File: config.mk
export PLATFORM = sky130hd
export DESIGN_NAME = trap_monitor_top
export DESIGN_NICKNAME = d
export VERILOG_FILES = /design/src/source/trap_mon_pkg.sv /design/src/source/csr_cause_decoder.sv /design/src/source/first_event_table.sv /design/src/source/mepc_checker.sv /design/src/source/trap_monitor_top.sv /design/src/source/wb_exc_classifier.sv
export SDC_FILE = /design/constraint.sdc
export NUM_CORES = 1
export LEC_CHECK = 0
export BUFFER_PORTS_ARGS = -buffer_cell sky130_fd_sc_hd__buf_2
export CAP_MARGIN = 0
export CORE_MARGIN = 2
export CORE_UTILIZATION = 50
export DETAILED_ROUTE_END_ITERATION = 8
export PLACE_DENSITY = 0.66
export SETUP_SLACK_MARGIN = 0.4
export SLEW_MARGIN = 20
export SYNTH_ARGS = -nofsm -noshare
export SYNTH_HDL_FRONTEND = slang
export SYNTH_SLANG_ARGS = --single-unit
File: constraint.sdc
create_clock -name clk -period 2.9 [get_ports clk]
set_clock_uncertainty 0.2 [all_clocks]
set_input_delay 0.58 -clock clk [delete_from_list [all_inputs] [get_ports clk]]
set_output_delay 0.58 -clock clk [all_outputs]
set_load 0.01 [all_outputs]
File: src/source/trap_mon_pkg.sv
package trap_mon_pkg;

  //////////////////////////////
  // Widths
  //////////////////////////////

  // Width of a PC or an mepc value
  localparam int unsigned ADDR_W = 32;

  // Number of exception kinds that the monitor tracks
  localparam int unsigned NUM_KINDS = 5;

  // Width of the exception code field in mcause
  localparam int unsigned CAUSE_W = 11;

  //////////////////////////////
  // Types
  //////////////////////////////

  // Tracked kinds. The enum value is also the bit index in every kind vector
  typedef enum logic [2:0] {
    KIND_ILLEGAL       = 3'd0,
    KIND_ECALL         = 3'd1,
    KIND_EBREAK        = 3'd2,
    KIND_INSTR_BUS_ERR = 3'd3,
    KIND_INSTR_MPU_ERR = 3'd4
  } exc_kind_e;

  // One bit per tracked kind
  typedef logic [NUM_KINDS-1:0] kind_vec_t;

  typedef logic [ADDR_W-1:0] addr_t;

  // Result of the MPU check on an instruction fetch
  typedef enum logic [1:0] {
    MPU_OK       = 2'd0,
    MPU_RE_FAULT = 2'd1,
    MPU_WR_FAULT = 2'd2
  } mpu_status_e;

  //////////////////////////////
  // Cause codes
  //////////////////////////////

  // Synchronous exception codes as written to mcause by the core
  localparam logic [CAUSE_W-1:0] CAUSE_INSTR_MPU_FAULT = 11'd1;
  localparam logic [CAUSE_W-1:0] CAUSE_ILLEGAL_INSN    = 11'd2;
  localparam logic [CAUSE_W-1:0] CAUSE_BREAKPOINT      = 11'd3;
  localparam logic [CAUSE_W-1:0] CAUSE_ECALL_MMODE     = 11'd11;
  localparam logic [CAUSE_W-1:0] CAUSE_INSTR_BUS_FAULT = 11'd48;

endpackage

File: src/source/csr_cause_decoder.sv
`timescale 1ns/1ps

module csr_cause_decoder (
  input  logic                             clk,
  input  logic                             rst_ni,
  input  logic                             csr_save_cause_i,
  input  logic                             cause_interrupt_i,
  input  logic [trap_mon_pkg::CAUSE_W-1:0] cause_code_i,
  input  trap_mon_pkg::addr_t               mepc_n_i,
  output logic                             act_valid_o,
  output trap_mon_pkg::exc_kind_e           act_kind_o,
  output trap_mon_pkg::addr_t               act_pc_o
);
  import trap_mon_pkg::*;

  logic      code_known;
  logic      save_valid;
  exc_kind_e code_kind;

  // Map the saved exception code onto a tracked kind
  always_comb begin
    code_known = 1'b1;
    code_kind  = KIND_ILLEGAL;
    case (cause_code_i)
      CAUSE_ILLEGAL_INSN:    code_kind = KIND_ILLEGAL;
      CAUSE_ECALL_MMODE:     code_kind = KIND_ECALL;
      CAUSE_BREAKPOINT:      code_kind = KIND_EBREAK;
      CAUSE_INSTR_BUS_FAULT: code_kind = KIND_INSTR_BUS_ERR;
      CAUSE_INSTR_MPU_FAULT: code_kind = KIND_INSTR_MPU_ERR;
      // Other codes are not tracked here
      default:               code_known = 1'b0;
    endcase
  end

  // Interrupt entries also save a cause but are not of interest
  assign save_valid = csr_save_cause_i && !cause_interrupt_i && code_known;

  //////////////////////////////
  // Event register
  //////////////////////////////

  always_ff @(posedge clk, negedge rst_ni) begin
    if (!rst_ni) begin
      act_valid_o <= 1'b0;
    end else begin
      act_valid_o <= save_valid;
    end
  end

  // The mepc being written is the PC that the core reports for this trap
  always_ff @(posedge clk) begin
    if (save_valid) begin
      act_kind_o <= code_kind;
      act_pc_o   <= mepc_n_i;
    end
  end

endmodule

File: src/source/first_event_table.sv
`timescale 1ns/1ps

module first_event_table (
  input  logic                    clk,
  input  logic                    rst_ni,
  input  logic                    ev_valid_i,
  input  trap_mon_pkg::exc_kind_e  ev_kind_i,
  input  trap_mon_pkg::addr_t      ev_pc_i,
  output trap_mon_pkg::kind_vec_t  found_o,
  output trap_mon_pkg::addr_t      pc_table_o [trap_mon_pkg::NUM_KINDS]
);
  import trap_mon_pkg::*;

  kind_vec_t ev_hit;
  kind_vec_t found_q;
  addr_t     pc_q [NUM_KINDS];

  // One-hot of the incoming kind, empty when there is no event
  assign ev_hit = ev_valid_i ? (kind_vec_t'(1) << ev_kind_i) : '0;

  // Each slot takes the first event of its kind and then freezes
  always_ff @(posedge clk, negedge rst_ni) begin
    if (!rst_ni) begin
      found_q <= '0;
      for (int k = 0; k < NUM_KINDS; k++) begin
        pc_q[k] <= '0;
      end
    end else begin
      for (int k = 0; k < NUM_KINDS; k++) begin
        if (ev_hit[k] && !found_q[k]) begin
          found_q[k] <= 1'b1;
          pc_q[k]    <= ev_pc_i;
        end
      end
    end
  end

  assign found_o = found_q;

  // Unpacked arrays are copied slot by slot
  always_comb begin
    for (int k = 0; k < NUM_KINDS; k++) begin
      pc_table_o[k] = pc_q[k];
    end
  end

endmodule

File: src/source/mepc_checker.sv
`timescale 1ns/1ps

module mepc_checker (
  input  logic                   clk,
  input  logic                   rst_ni,
  input  trap_mon_pkg::kind_vec_t exp_found_i,
  input  trap_mon_pkg::kind_vec_t act_found_i,
  input  trap_mon_pkg::addr_t     exp_pc_i [trap_mon_pkg::NUM_KINDS],
  input  trap_mon_pkg::addr_t     act_pc_i [trap_mon_pkg::NUM_KINDS],
  output trap_mon_pkg::kind_vec_t checked_o,
  output trap_mon_pkg::kind_vec_t mismatch_o
);
  import trap_mon_pkg::*;

  kind_vec_t both_found;
  kind_vec_t pc_differs;
  kind_vec_t checked_q;
  kind_vec_t mismatch_q;

  // A kind is comparable once each table holds an entry for it
  assign both_found = exp_found_i & act_found_i;

  always_comb begin
    for (int k = 0; k < NUM_KINDS; k++) begin
      pc_differs[k] = (exp_pc_i[k] != act_pc_i[k]);
    end
  end

  //////////////////////////////
  // Sticky results
  //////////////////////////////

  // The tables never change after their first entry, so the OR only
  // keeps a result that is already final
  always_ff @(posedge clk, negedge rst_ni) begin
    if (!rst_ni) begin
      checked_q  <= '0;
      mismatch_q <= '0;
    end else begin
      checked_q  <= checked_q | both_found;
      mismatch_q <= mismatch_q | (both_found & pc_differs);
    end
  end

  assign checked_o  = checked_q;
  assign mismatch_o = mismatch_q;

endmodule

File: src/source/trap_monitor_top.sv
`timescale 1ns/1ps

module trap_monitor_top (
  input  logic                             clk,
  input  logic                             rst_ni,
  // Writeback observation
  input  logic                             wb_instr_valid_i,
  input  trap_mon_pkg::addr_t               wb_pc_i,
  input  logic                             wb_illegal_i,
  input  logic                             wb_ecall_i,
  input  logic                             wb_ebrk_i,
  input  logic                             wb_bus_err_i,
  input  trap_mon_pkg::mpu_status_e         wb_mpu_status_i,
  // Conditions that keep a writeback from trapping
  input  logic                             irq_ack_i,
  input  logic                             debug_pending_i,
  input  logic                             debug_allowed_i,
  input  logic                             exc_pc_nmi_i,
  input  logic                             debug_mode_n_i,
  // Cause save observation
  input  logic                             csr_save_cause_i,
  input  logic                             cause_interrupt_i,
  input  logic [trap_mon_pkg::CAUSE_W-1:0] cause_code_i,
  input  trap_mon_pkg::addr_t               mepc_n_i,
  // Results
  output trap_mon_pkg::kind_vec_t           checked_o,
  output trap_mon_pkg::kind_vec_t           mismatch_o
);
  import trap_mon_pkg::*;

  // Expected stream from writeback
  logic      exp_valid;
  exc_kind_e exp_kind;
  addr_t     exp_pc;

  // Actual stream from cause saves
  logic      act_valid;
  exc_kind_e act_kind;
  addr_t     act_pc;

  kind_vec_t exp_found;
  kind_vec_t act_found;
  addr_t     exp_pc_table [NUM_KINDS];
  addr_t     act_pc_table [NUM_KINDS];

  ////////////////////////////////
  // Stage 1 classification
  ////////////////////////////////

  wb_exc_classifier wb_exc_classifier_inst (
    .clk              (clk),
    .rst_ni           (rst_ni),
    .wb_instr_valid_i (wb_instr_valid_i),
    .wb_illegal_i     (wb_illegal_i),
    .wb_ecall_i       (wb_ecall_i),
    .wb_ebrk_i        (wb_ebrk_i),
    .wb_bus_err_i     (wb_bus_err_i),
    .irq_ack_i        (irq_ack_i),
    .debug_pending_i  (debug_pending_i),
    .debug_allowed_i  (debug_allowed_i),
    .exc_pc_nmi_i     (exc_pc_nmi_i),
    .debug_mode_n_i   (debug_mode_n_i),
    .wb_pc_i          (wb_pc_i),
    .wb_mpu_status_i  (wb_mpu_status_i),
    .exp_valid_o      (exp_valid),
    .exp_kind_o       (exp_kind),
    .exp_pc_o         (exp_pc)
  );

  csr_cause_decoder csr_cause_decoder_inst (
    .clk               (clk),
    .rst_ni            (rst_ni),
    .csr_save_cause_i  (csr_save_cause_i),
    .cause_interrupt_i (cause_interrupt_i),
    .cause_code_i      (cause_code_i),
    .mepc_n_i          (mepc_n_i),
    .act_valid_o       (act_valid),
    .act_kind_o        (act_kind),
    .act_pc_o          (act_pc)
  );

  ////////////////////////////////
  // Stage 2 first-event tables
  ////////////////////////////////

  first_event_table exp_table_inst (
    .clk        (clk),
    .rst_ni     (rst_ni),
    .ev_valid_i (exp_valid),
    .ev_kind_i  (exp_kind),
    .ev_pc_i    (exp_pc),
    .found_o    (exp_found),
    .pc_table_o (exp_pc_table)
  );

  first_event_table act_table_inst (
    .clk        (clk),
    .rst_ni     (rst_ni),
    .ev_valid_i (act_valid),
    .ev_kind_i  (act_kind),
    .ev_pc_i    (act_pc),
    .found_o    (act_found),
    .pc_table_o (act_pc_table)
  );

  // Stage 3 compares the two tables kind by kind
  mepc_checker mepc_checker_inst (
    .clk         (clk),
    .rst_ni      (rst_ni),
    .exp_found_i (exp_found),
    .act_found_i (act_found),
    .exp_pc_i    (exp_pc_table),
    .act_pc_i    (act_pc_table),
    .checked_o   (checked_o),
    .mismatch_o  (mismatch_o)
  );

endmodule

File: src/source/wb_exc_classifier.sv
`timescale 1ns/1ps

module wb_exc_classifier (
  input  logic                     clk,
  input  logic                     rst_ni,
  input  logic                     wb_instr_valid_i,
  input  logic                     wb_illegal_i,
  input  logic                     wb_ecall_i,
  input  logic                     wb_ebrk_i,
  input  logic                     wb_bus_err_i,
  input  logic                     irq_ack_i,
  input  logic                     debug_pending_i,
  input  logic                     debug_allowed_i,
  input  logic                     exc_pc_nmi_i,
  input  logic                     debug_mode_n_i,
  input  trap_mon_pkg::addr_t       wb_pc_i,
  input  trap_mon_pkg::mpu_status_e wb_mpu_status_i,
  output logic                     exp_valid_o,
  output trap_mon_pkg::exc_kind_e   exp_kind_o,
  output trap_mon_pkg::addr_t       exp_pc_o
);
  import trap_mon_pkg::*;

  logic      suppress;
  logic      any_exc;
  logic      kind_allowed;
  logic      exc_valid;
  exc_kind_e sel_kind;

  // A writeback does not trap when an interrupt, a debug entry or an NMI wins
  assign suppress = irq_ack_i || (debug_pending_i && debug_allowed_i) || exc_pc_nmi_i;

  // Pick the single highest-priority kind present on the writeback
  // A higher kind always masks the lower ones, even if it is itself blocked later
  always_comb begin
    any_exc  = 1'b1;
    sel_kind = KIND_EBREAK;
    if (wb_mpu_status_i != MPU_OK) begin
      sel_kind = KIND_INSTR_MPU_ERR;
    end else if (wb_bus_err_i) begin
      sel_kind = KIND_INSTR_BUS_ERR;
    end else if (wb_illegal_i) begin
      sel_kind = KIND_ILLEGAL;
    end else if (wb_ecall_i) begin
      sel_kind = KIND_ECALL;
    end else if (wb_ebrk_i) begin
      sel_kind = KIND_EBREAK;
    end else begin
      any_exc = 1'b0;
    end
  end

  // Ebreak may enter debug mode instead, so only it is exempt from the debug rule
  assign kind_allowed = (sel_kind == KIND_EBREAK) || !debug_mode_n_i;

  assign exc_valid = wb_instr_valid_i && any_exc && !suppress && kind_allowed;

  //////////////////////////////
  // Event register
  //////////////////////////////

  always_ff @(posedge clk, negedge rst_ni) begin
    if (!rst_ni) begin
      exp_valid_o <= 1'b0;
    end else begin
      exp_valid_o <= exc_valid;
    end
  end

  // Kind and PC only matter while the valid is high
  always_ff @(posedge clk) begin
    if (exc_valid) begin
      exp_kind_o <= sel_kind;
      exp_pc_o   <= wb_pc_i;
    end
  end

endmodule

==> Yosys cells after proc, flatten, opt, wreduce, memory -nomap -nowiden <==
Index checks and enable logic that the tools add are counted.
{ "totals": {"register_bits": 412, "latchBits": 0, "mem_bits_rw": 0, "mem_bits_ro": 0, "input_bits": 91, "output_inout_bits": 10, "n_memories": 0} }
{ "classes": {"n_addsub": 0, "mul": 0, "div_mod_pow": 0, "order_cmp": 0, "eq_ne": 11, "n_shift": 2, "muxes": 13, "n_bitwise": 4, "reduce_logical": 34} }
{ "ops": {"columns": ["cell", "count"], "rows": [
  ["32-bit inequality test", 5],
  ["11-bit by 2-bit == test with 1-bit output, second input constant", 2],
  ["1-bit logical AND", 16],
  ["1-bit zero test", 13],
  ["3-bit one-hot mux with 4 select lines", 1],
  ["11-bit by 1-bit == test with 1-bit output, second input constant", 1],
  ["11-bit by 4-bit == test with 1-bit output, second input constant", 1],
  ["11-bit by 6-bit == test with 1-bit output, second input constant", 1],
  ["5-bit AND", 2],
  ["5-bit two-way mux", 2],
  ["5-bit bitwise OR", 2],
  ["1-bit by 3-bit left shift with 5-bit output, first input constant", 2],
  ["3-bit two-way mux", 3],
  ["1-bit two-way mux", 6],
  ["5-bit OR reduction", 1],
  ["3-bit by 2-bit == test with 1-bit output, second input constant", 1],
  ["1-bit logical OR", 3],
  ["2-bit two-way mux", 1],
  ["2-bit nonzero test", 1]
]} }

==> Depth between registers and ports, before layout <==
{ "depth": {"depth_word": 8, "depth_mapped": 5, "ltp_nobuf": 5} }

==> Cells and area by module <==
Synthesis repeated with hierarchy kept, for this count alone.
{ "unflattened": {"cells_unflattened": 1049, "area_unflattened_um2": 16714.8} }
{ "modules_own_cells": {"columns": ["module", "instances", "cells_each", "area_per_inst_um2", "seq_area_each_um2"], "rows": [
  ["first_event_table", 2, 356, 6149.6, 4129.0],
  ["mepc_checker", 1, 235, 2064.5, 250.2],
  ["csr_cause_decoder", 1, 54, 1209.9, 1076.0],
  ["wb_exc_classifier", 1, 48, 1141.1, 1076.0]
]} }

==> Worst setup path after synthesis <==
OpenSTA, ideal clock, no wires.
{ "synth_timing": {"path_type": "input to register", "start": "in cause_code_i[6] (netlist bit)", "end": "reg csr_cause_decoder_inst.act_valid_o", "setup_time_ns": 0.694, "arrival_time_ns": 6.558, "required_ns": 2.006, "setup_slack_ns": -4.551, "stages": 3, "path_buffers": 0, "cell_sequence": "nor4_1 -> nand2_1 -> a2111oi_0"} }
{ "synth_via": {"elab_chain_cells": 4, "word_cells_on_any_way": 8, "classes_between": "eq/ne (5); mux (1); reduce/logical (2)"} }
{ "synth_rtl": {"columns": ["element", "line_no", "rtl"], "rows": [
  ["start: declaration", "trap_monitor_top.sv:23", "input logic [trap_mon_pkg::CAUSE_W-1:0] cause_code_i,"],
  ["11-bit by 2-bit == test with 1-bit output, or another cell as far along", "csr_cause_decoder.sv:24", "case (cause_code_i)"],
  ["5-bit OR reduction (no source line) (*)", null, null],
  ["1-bit two-way mux (*)", "csr_cause_decoder.sv:24", null],
  ["1-bit logical AND (*)", "csr_cause_decoder.sv:36", "assign save_valid = csr_save_cause_i && !cause_interrupt_i && code_known;"],
  ["named net csr_cause_decoder_inst.save_valid", "csr_cause_decoder.sv:17", "logic save_valid;"],
  ["end signal: assignment", "csr_cause_decoder.sv:46", "act_valid_o <= save_valid;"],
  ["end: declaration", "csr_cause_decoder.sv:10", "output logic act_valid_o,"]
]} }
The timed path passes the listed nets; every way through them passes the cells marked *.
A chain may end at the register's enable or synchronous reset.

==> Final worst setup path <==
{ "layout_timing": {"start": "reg wb_exc_classifier_inst.exp_kind_o[2]", "end": "reg exp_table_inst.pc_q (netlist bit exp_table_inst.pc_table_o[59])"} }
{ "layout_via": {"elab_chain_cells": 3} }
{ "layout_rtl": {"columns": ["element", "line_no", "rtl"], "rows": [
  ["start: declaration", "wb_exc_classifier.sv:19", "output trap_mon_pkg::exc_kind_e exp_kind_o,"],
  ["start signal: assignment", "wb_exc_classifier.sv:73", "exp_kind_o <= sel_kind;"],
  ["1-bit by 3-bit left shift with 5-bit output", "first_event_table.sv:19", "assign ev_hit = ev_valid_i ? (kind_vec_t'(1) << ev_kind_i) : '0;"],
  ["5-bit two-way mux", "first_event_table.sv:19", null],
  ["1-bit logical AND", "first_event_table.sv:30", "if (ev_hit[k] && !found_q[k]) begin"],
  ["end signal: indexed assignment", "first_event_table.sv:32", "pc_q[k] <= ev_pc_i;"],
  ["end: declaration", "first_event_table.sv:16", "addr_t pc_q [NUM_KINDS];"]
]} }
No other way between the ends.

==> metrics.md <==
| Metric | Value |
|---|---|
| Vias in the first global route | 9656 |
| Initial DRC Count | 430 |
| Clock transition at the registers of the reported paths | 0.06 ns |
| Synthesis Warnings | 0 |
| RePlAce Congestion | 0.745 |
| Area growth from synthesis to layout | 17.5% |
| Sink Count | 412 |
| Power per Cell Area | 640 nW/µm² |
| Initial core utilization | 51.0% |
| Worst EP required | 3.11 ns |
| Synth Area per Inst | 15.9 µm² |
| CTS tree | built |
| WL/cell | 21.2 µm |
| Critical path capture point type | flop |
| Layout cell share with drive strength beyond 1 | 41.1% |
| Diode count | 0 |
| Fin crit period | 2.16 ns |
| Top Layer Used | met4 |
| Vias | 8937 |
| Switching part of the total | 22.0% |
| Fin util | 59.9% |
| Die Y | 187 µm |
| Routed wire length | 35.9 mm |
| Die ar. | 34800 µm² |
| Residual DRC count | 0 |
| Slowest cell on crit path | buf_4 |
| Reg power frac | 50.2% |
| H-tree depth | 2 |
| Class of the worst hold path | input port to flop |
| Buf+Inv Stages, Crit Path | 1 |
| Pint | 9770 µW |
| Crit path largest cell delay | 0.47 ns |
| CP arrival | 2.38 ns |
| Asr flop ratio synth | 83.0% |
| Power share of the clock group | 43.3% |
| Startpoint Class | flop |
| Syn Std Cell Area | 16700 µm² |
| Bufs on Longest Clock Path | 3 |
| Largest net degree at the start of global routing | 81 |
| CTS Buf Count | 43 |
| F_max | 462 MHz |
| Core Area | 32700 µm² |
| Register area share after synthesis | 64.0% |
| IO Port Bufs | 100 |
| First-pass GRT wire length | 57.3 mm |
| Vias per inst | 5.28 |
| Cells after Synth | 1047 |
| Final hold violation count | 0 |
| Slew margin rel. | 58.5% |
| Gr usage total | 21.5% |
| Nets@finish | 1307 |
| Post-synthesis net count | 1138 |
| Net switching power | 2760 µW |
| Pins Over Slew Limit | 0 |
| Root Buffer | clkbuf_16 |
| Die Wd | 187 µm |
| # rows | 66 |
| Metal-1 WL | 17.1 mm |
| Metal3 WL | 1.53 mm |
| Final setup vio count | 0 |
| Setup TNS | 0 ns |
| Final period utilization | 74.6% |
| Delay-heaviest family, CP | simple AND/OR/NAND/NOR gates |
| Most used DFF post-synth | dfrtp_1 |
| Max VDD drop | 0.528 mV |
| GRT overflow | 0 |
| Gate power share | 6.5% |
| Setup CP Type | flop to flop |
| Worst Tran Pin Value | 0.622 ns |
| EDFF count, synth | 70 |
| HPWL Detailed | 22.8 mm |
| Leak | 0.00899 µW |
| Initial antenna violation count | 0 |
| Met2 WL | 16.3 mm |
| RSZ-0062 raised after global routing | false |
| Clk_lat worst skew | 0.54 ns |
| Io pins | 101 |
| Pre-antenna DRT Iters | 4 |
| Status | complete, no violations |
| Crit path max fanout | 25 |
| Seq cells post-synth | 412 |
| # Max-Cap Violations | 0 |
| Distinct cell type count after synthesis | 33 |
| Critical path cell sequence | nor2b_2 > nand2_2 > nor3b_4 > buf_4 > mux2_2 |
| ANT nets after route | 0 |
-- kinds of logic (layout without fill, tap and decap cells) --
group,count (synthesis),in the layout,share of synthesized area [%]
fa+ha+maj,1,1,0.0601
buf+inv,34,237,1.31
flops,412,412,64.0
compound gates,17,17,0.773
mux,321,321,21.7
xor+xnor,160,160,8.41
simple gates,102,102,3.78
-- registers in the layout (all words and copies together), names as in the netlist --
name,count
mepc_checker_inst.checked_o,5
wb_exc_classifier_inst.exp_kind_o,3
mepc_checker_inst.mismatch_o,5
csr_cause_decoder_inst.act_pc_o,32
exp_table_inst.pc_table_o,160
act_table_inst.pc_table_o,160
act_table_inst.found_o,5
csr_cause_decoder_inst.act_valid_o,1
wb_exc_classifier_inst.exp_valid_o,1
exp_table_inst.found_o,5
wb_exc_classifier_inst.exp_pc_o,32
csr_cause_decoder_inst.act_kind_o,3
-- per-stage QoR --
stage	instances	hold slack [ns]	setup slack [ns]	power (µW)	cell area [µm²]
after global placement	1583	0.238	0.384	7170	17900
after global routing	1692	0.00434	0.622	13000	19600
after CTS	1692	0.000344	0.706	12700	19600
final	1692	0.0193	0.736	12500	19600
after detailed placement	1583	0.239	0.338	7190	17900
after floorplan	1047	0.0844	0.0268	6800	16700
-- metal layers --
metal | vias to the layer above | global-route usage [%]
met2 | 160 | 33.2
met1 | 4637 | 31.5
met4 | 0 | 6.14
met5 | - | 0
li1 | 4082 | -
met3 | 58 | 3.84
-- synthesized netlist by cell type, types with 2 or more instances --
cell	instances	area, µm²
dfrtp_1	342	8560
mux2_2	302	3400
xnor2_1	160	1400
edfxtp_1	70	2100
nand4_1	41	257
buf_2	18	90.1
mux2_1	18	203
nor4_1	13	81.3
nand2_1	12	45.0
nor2_1	8	30.0
buf_4	6	45.0
buf_6	6	67.6
nand2b_1	6	37.5
a21o_1	5	37.5
a31o_2	5	43.8
inv_1	4	15.0
nor2_2	4	25.0
or2_2	3	18.8
a21oi_1	2	10.0
nand2_2	2	12.5
nand3b_1	2	15.0
nand4b_1	2	17.5
nor2b_2	2	17.5
nor3_1	2	10.0
nor3_2	2	20.0
nor3b_4	2	37.5
o21bai_1	2	15.0
-- power by group through the flow --
stage	combinational, µW	clock [µW]	sequential, µW
after detailed placement	797	0	6400
final	818	5420	6290
after floorplan	450	0	6350
after CTS	835	5580	6290
after global routing	903	5800	6320
after global placement	787	0	6390
-- layout make-up --
class,count,area [µm²]
Clock buffer,60,1230
Clock inverter,19,161
Fill cell,2600,13100
Inverter,4,15.0
Multi-Input combinational cell,601,5860
Sequential cell,412,10700
Tap cell,442,553
Timing Repair Buffer,154,1100
-- path summary, 6_finish.rpt --
kind	from	endpoint	slack, ns	cells after the start
worst max-delay path	wb_exc_classifier_inst.exp_kind_o[2]$_DFFE_PP_	exp_table_inst.pc_table_o[59]$_DFFE_PN0P_	0.74	5
worst min-delay path	mepc_n_i[20]	csr_cause_decoder_inst.act_pc_o[20]$_DFFE_PP_	0.02	1
worst max register to register	wb_exc_classifier_inst.exp_kind_o[2]$_DFFE_PP_	exp_table_inst.pc_table_o[59]$_DFFE_PN0P_	0.74	5
worst min register to register	mepc_checker_inst.checked_o[4]$_DFF_PN0_	mepc_checker_inst.checked_o[4]$_DFF_PN0_	0.25	1
max in group asynchronous	rst_ni	exp_table_inst.pc_table_o[114]$_DFFE_PN0P_	1.27	4
min in group asynchronous	rst_ni	exp_table_inst.pc_table_o[34]$_DFFE_PN0P_	0.37	2
-- cells in the final DEF (no fill, tap or decap), drive strengths merged, types with 3 or more instances in the layout --
cell type / count
a21o: 5
a31o: 5
buf: 124
bufinv: 3
clkbuf: 60
clkinv: 16
dfrtp: 342
dlygate4sd3: 30
edfxtp: 70
inv: 4
mux2: 320
nand2: 14
nand2b: 6
nand4: 41
nor2: 12
nor3: 4
nor4: 13
or2: 3
xnor2: 160
-- timing repair --
| action | in CTS | in global routing |
|---|---|---|
| buffers inserted | 0 | 0 |
| hold buffers | 30 | 0 |
| endpoints found under the hold margin | 78 | 0 |
| gates resized for setup | 0 | 0 |
(Power assumes the default switching activity.)
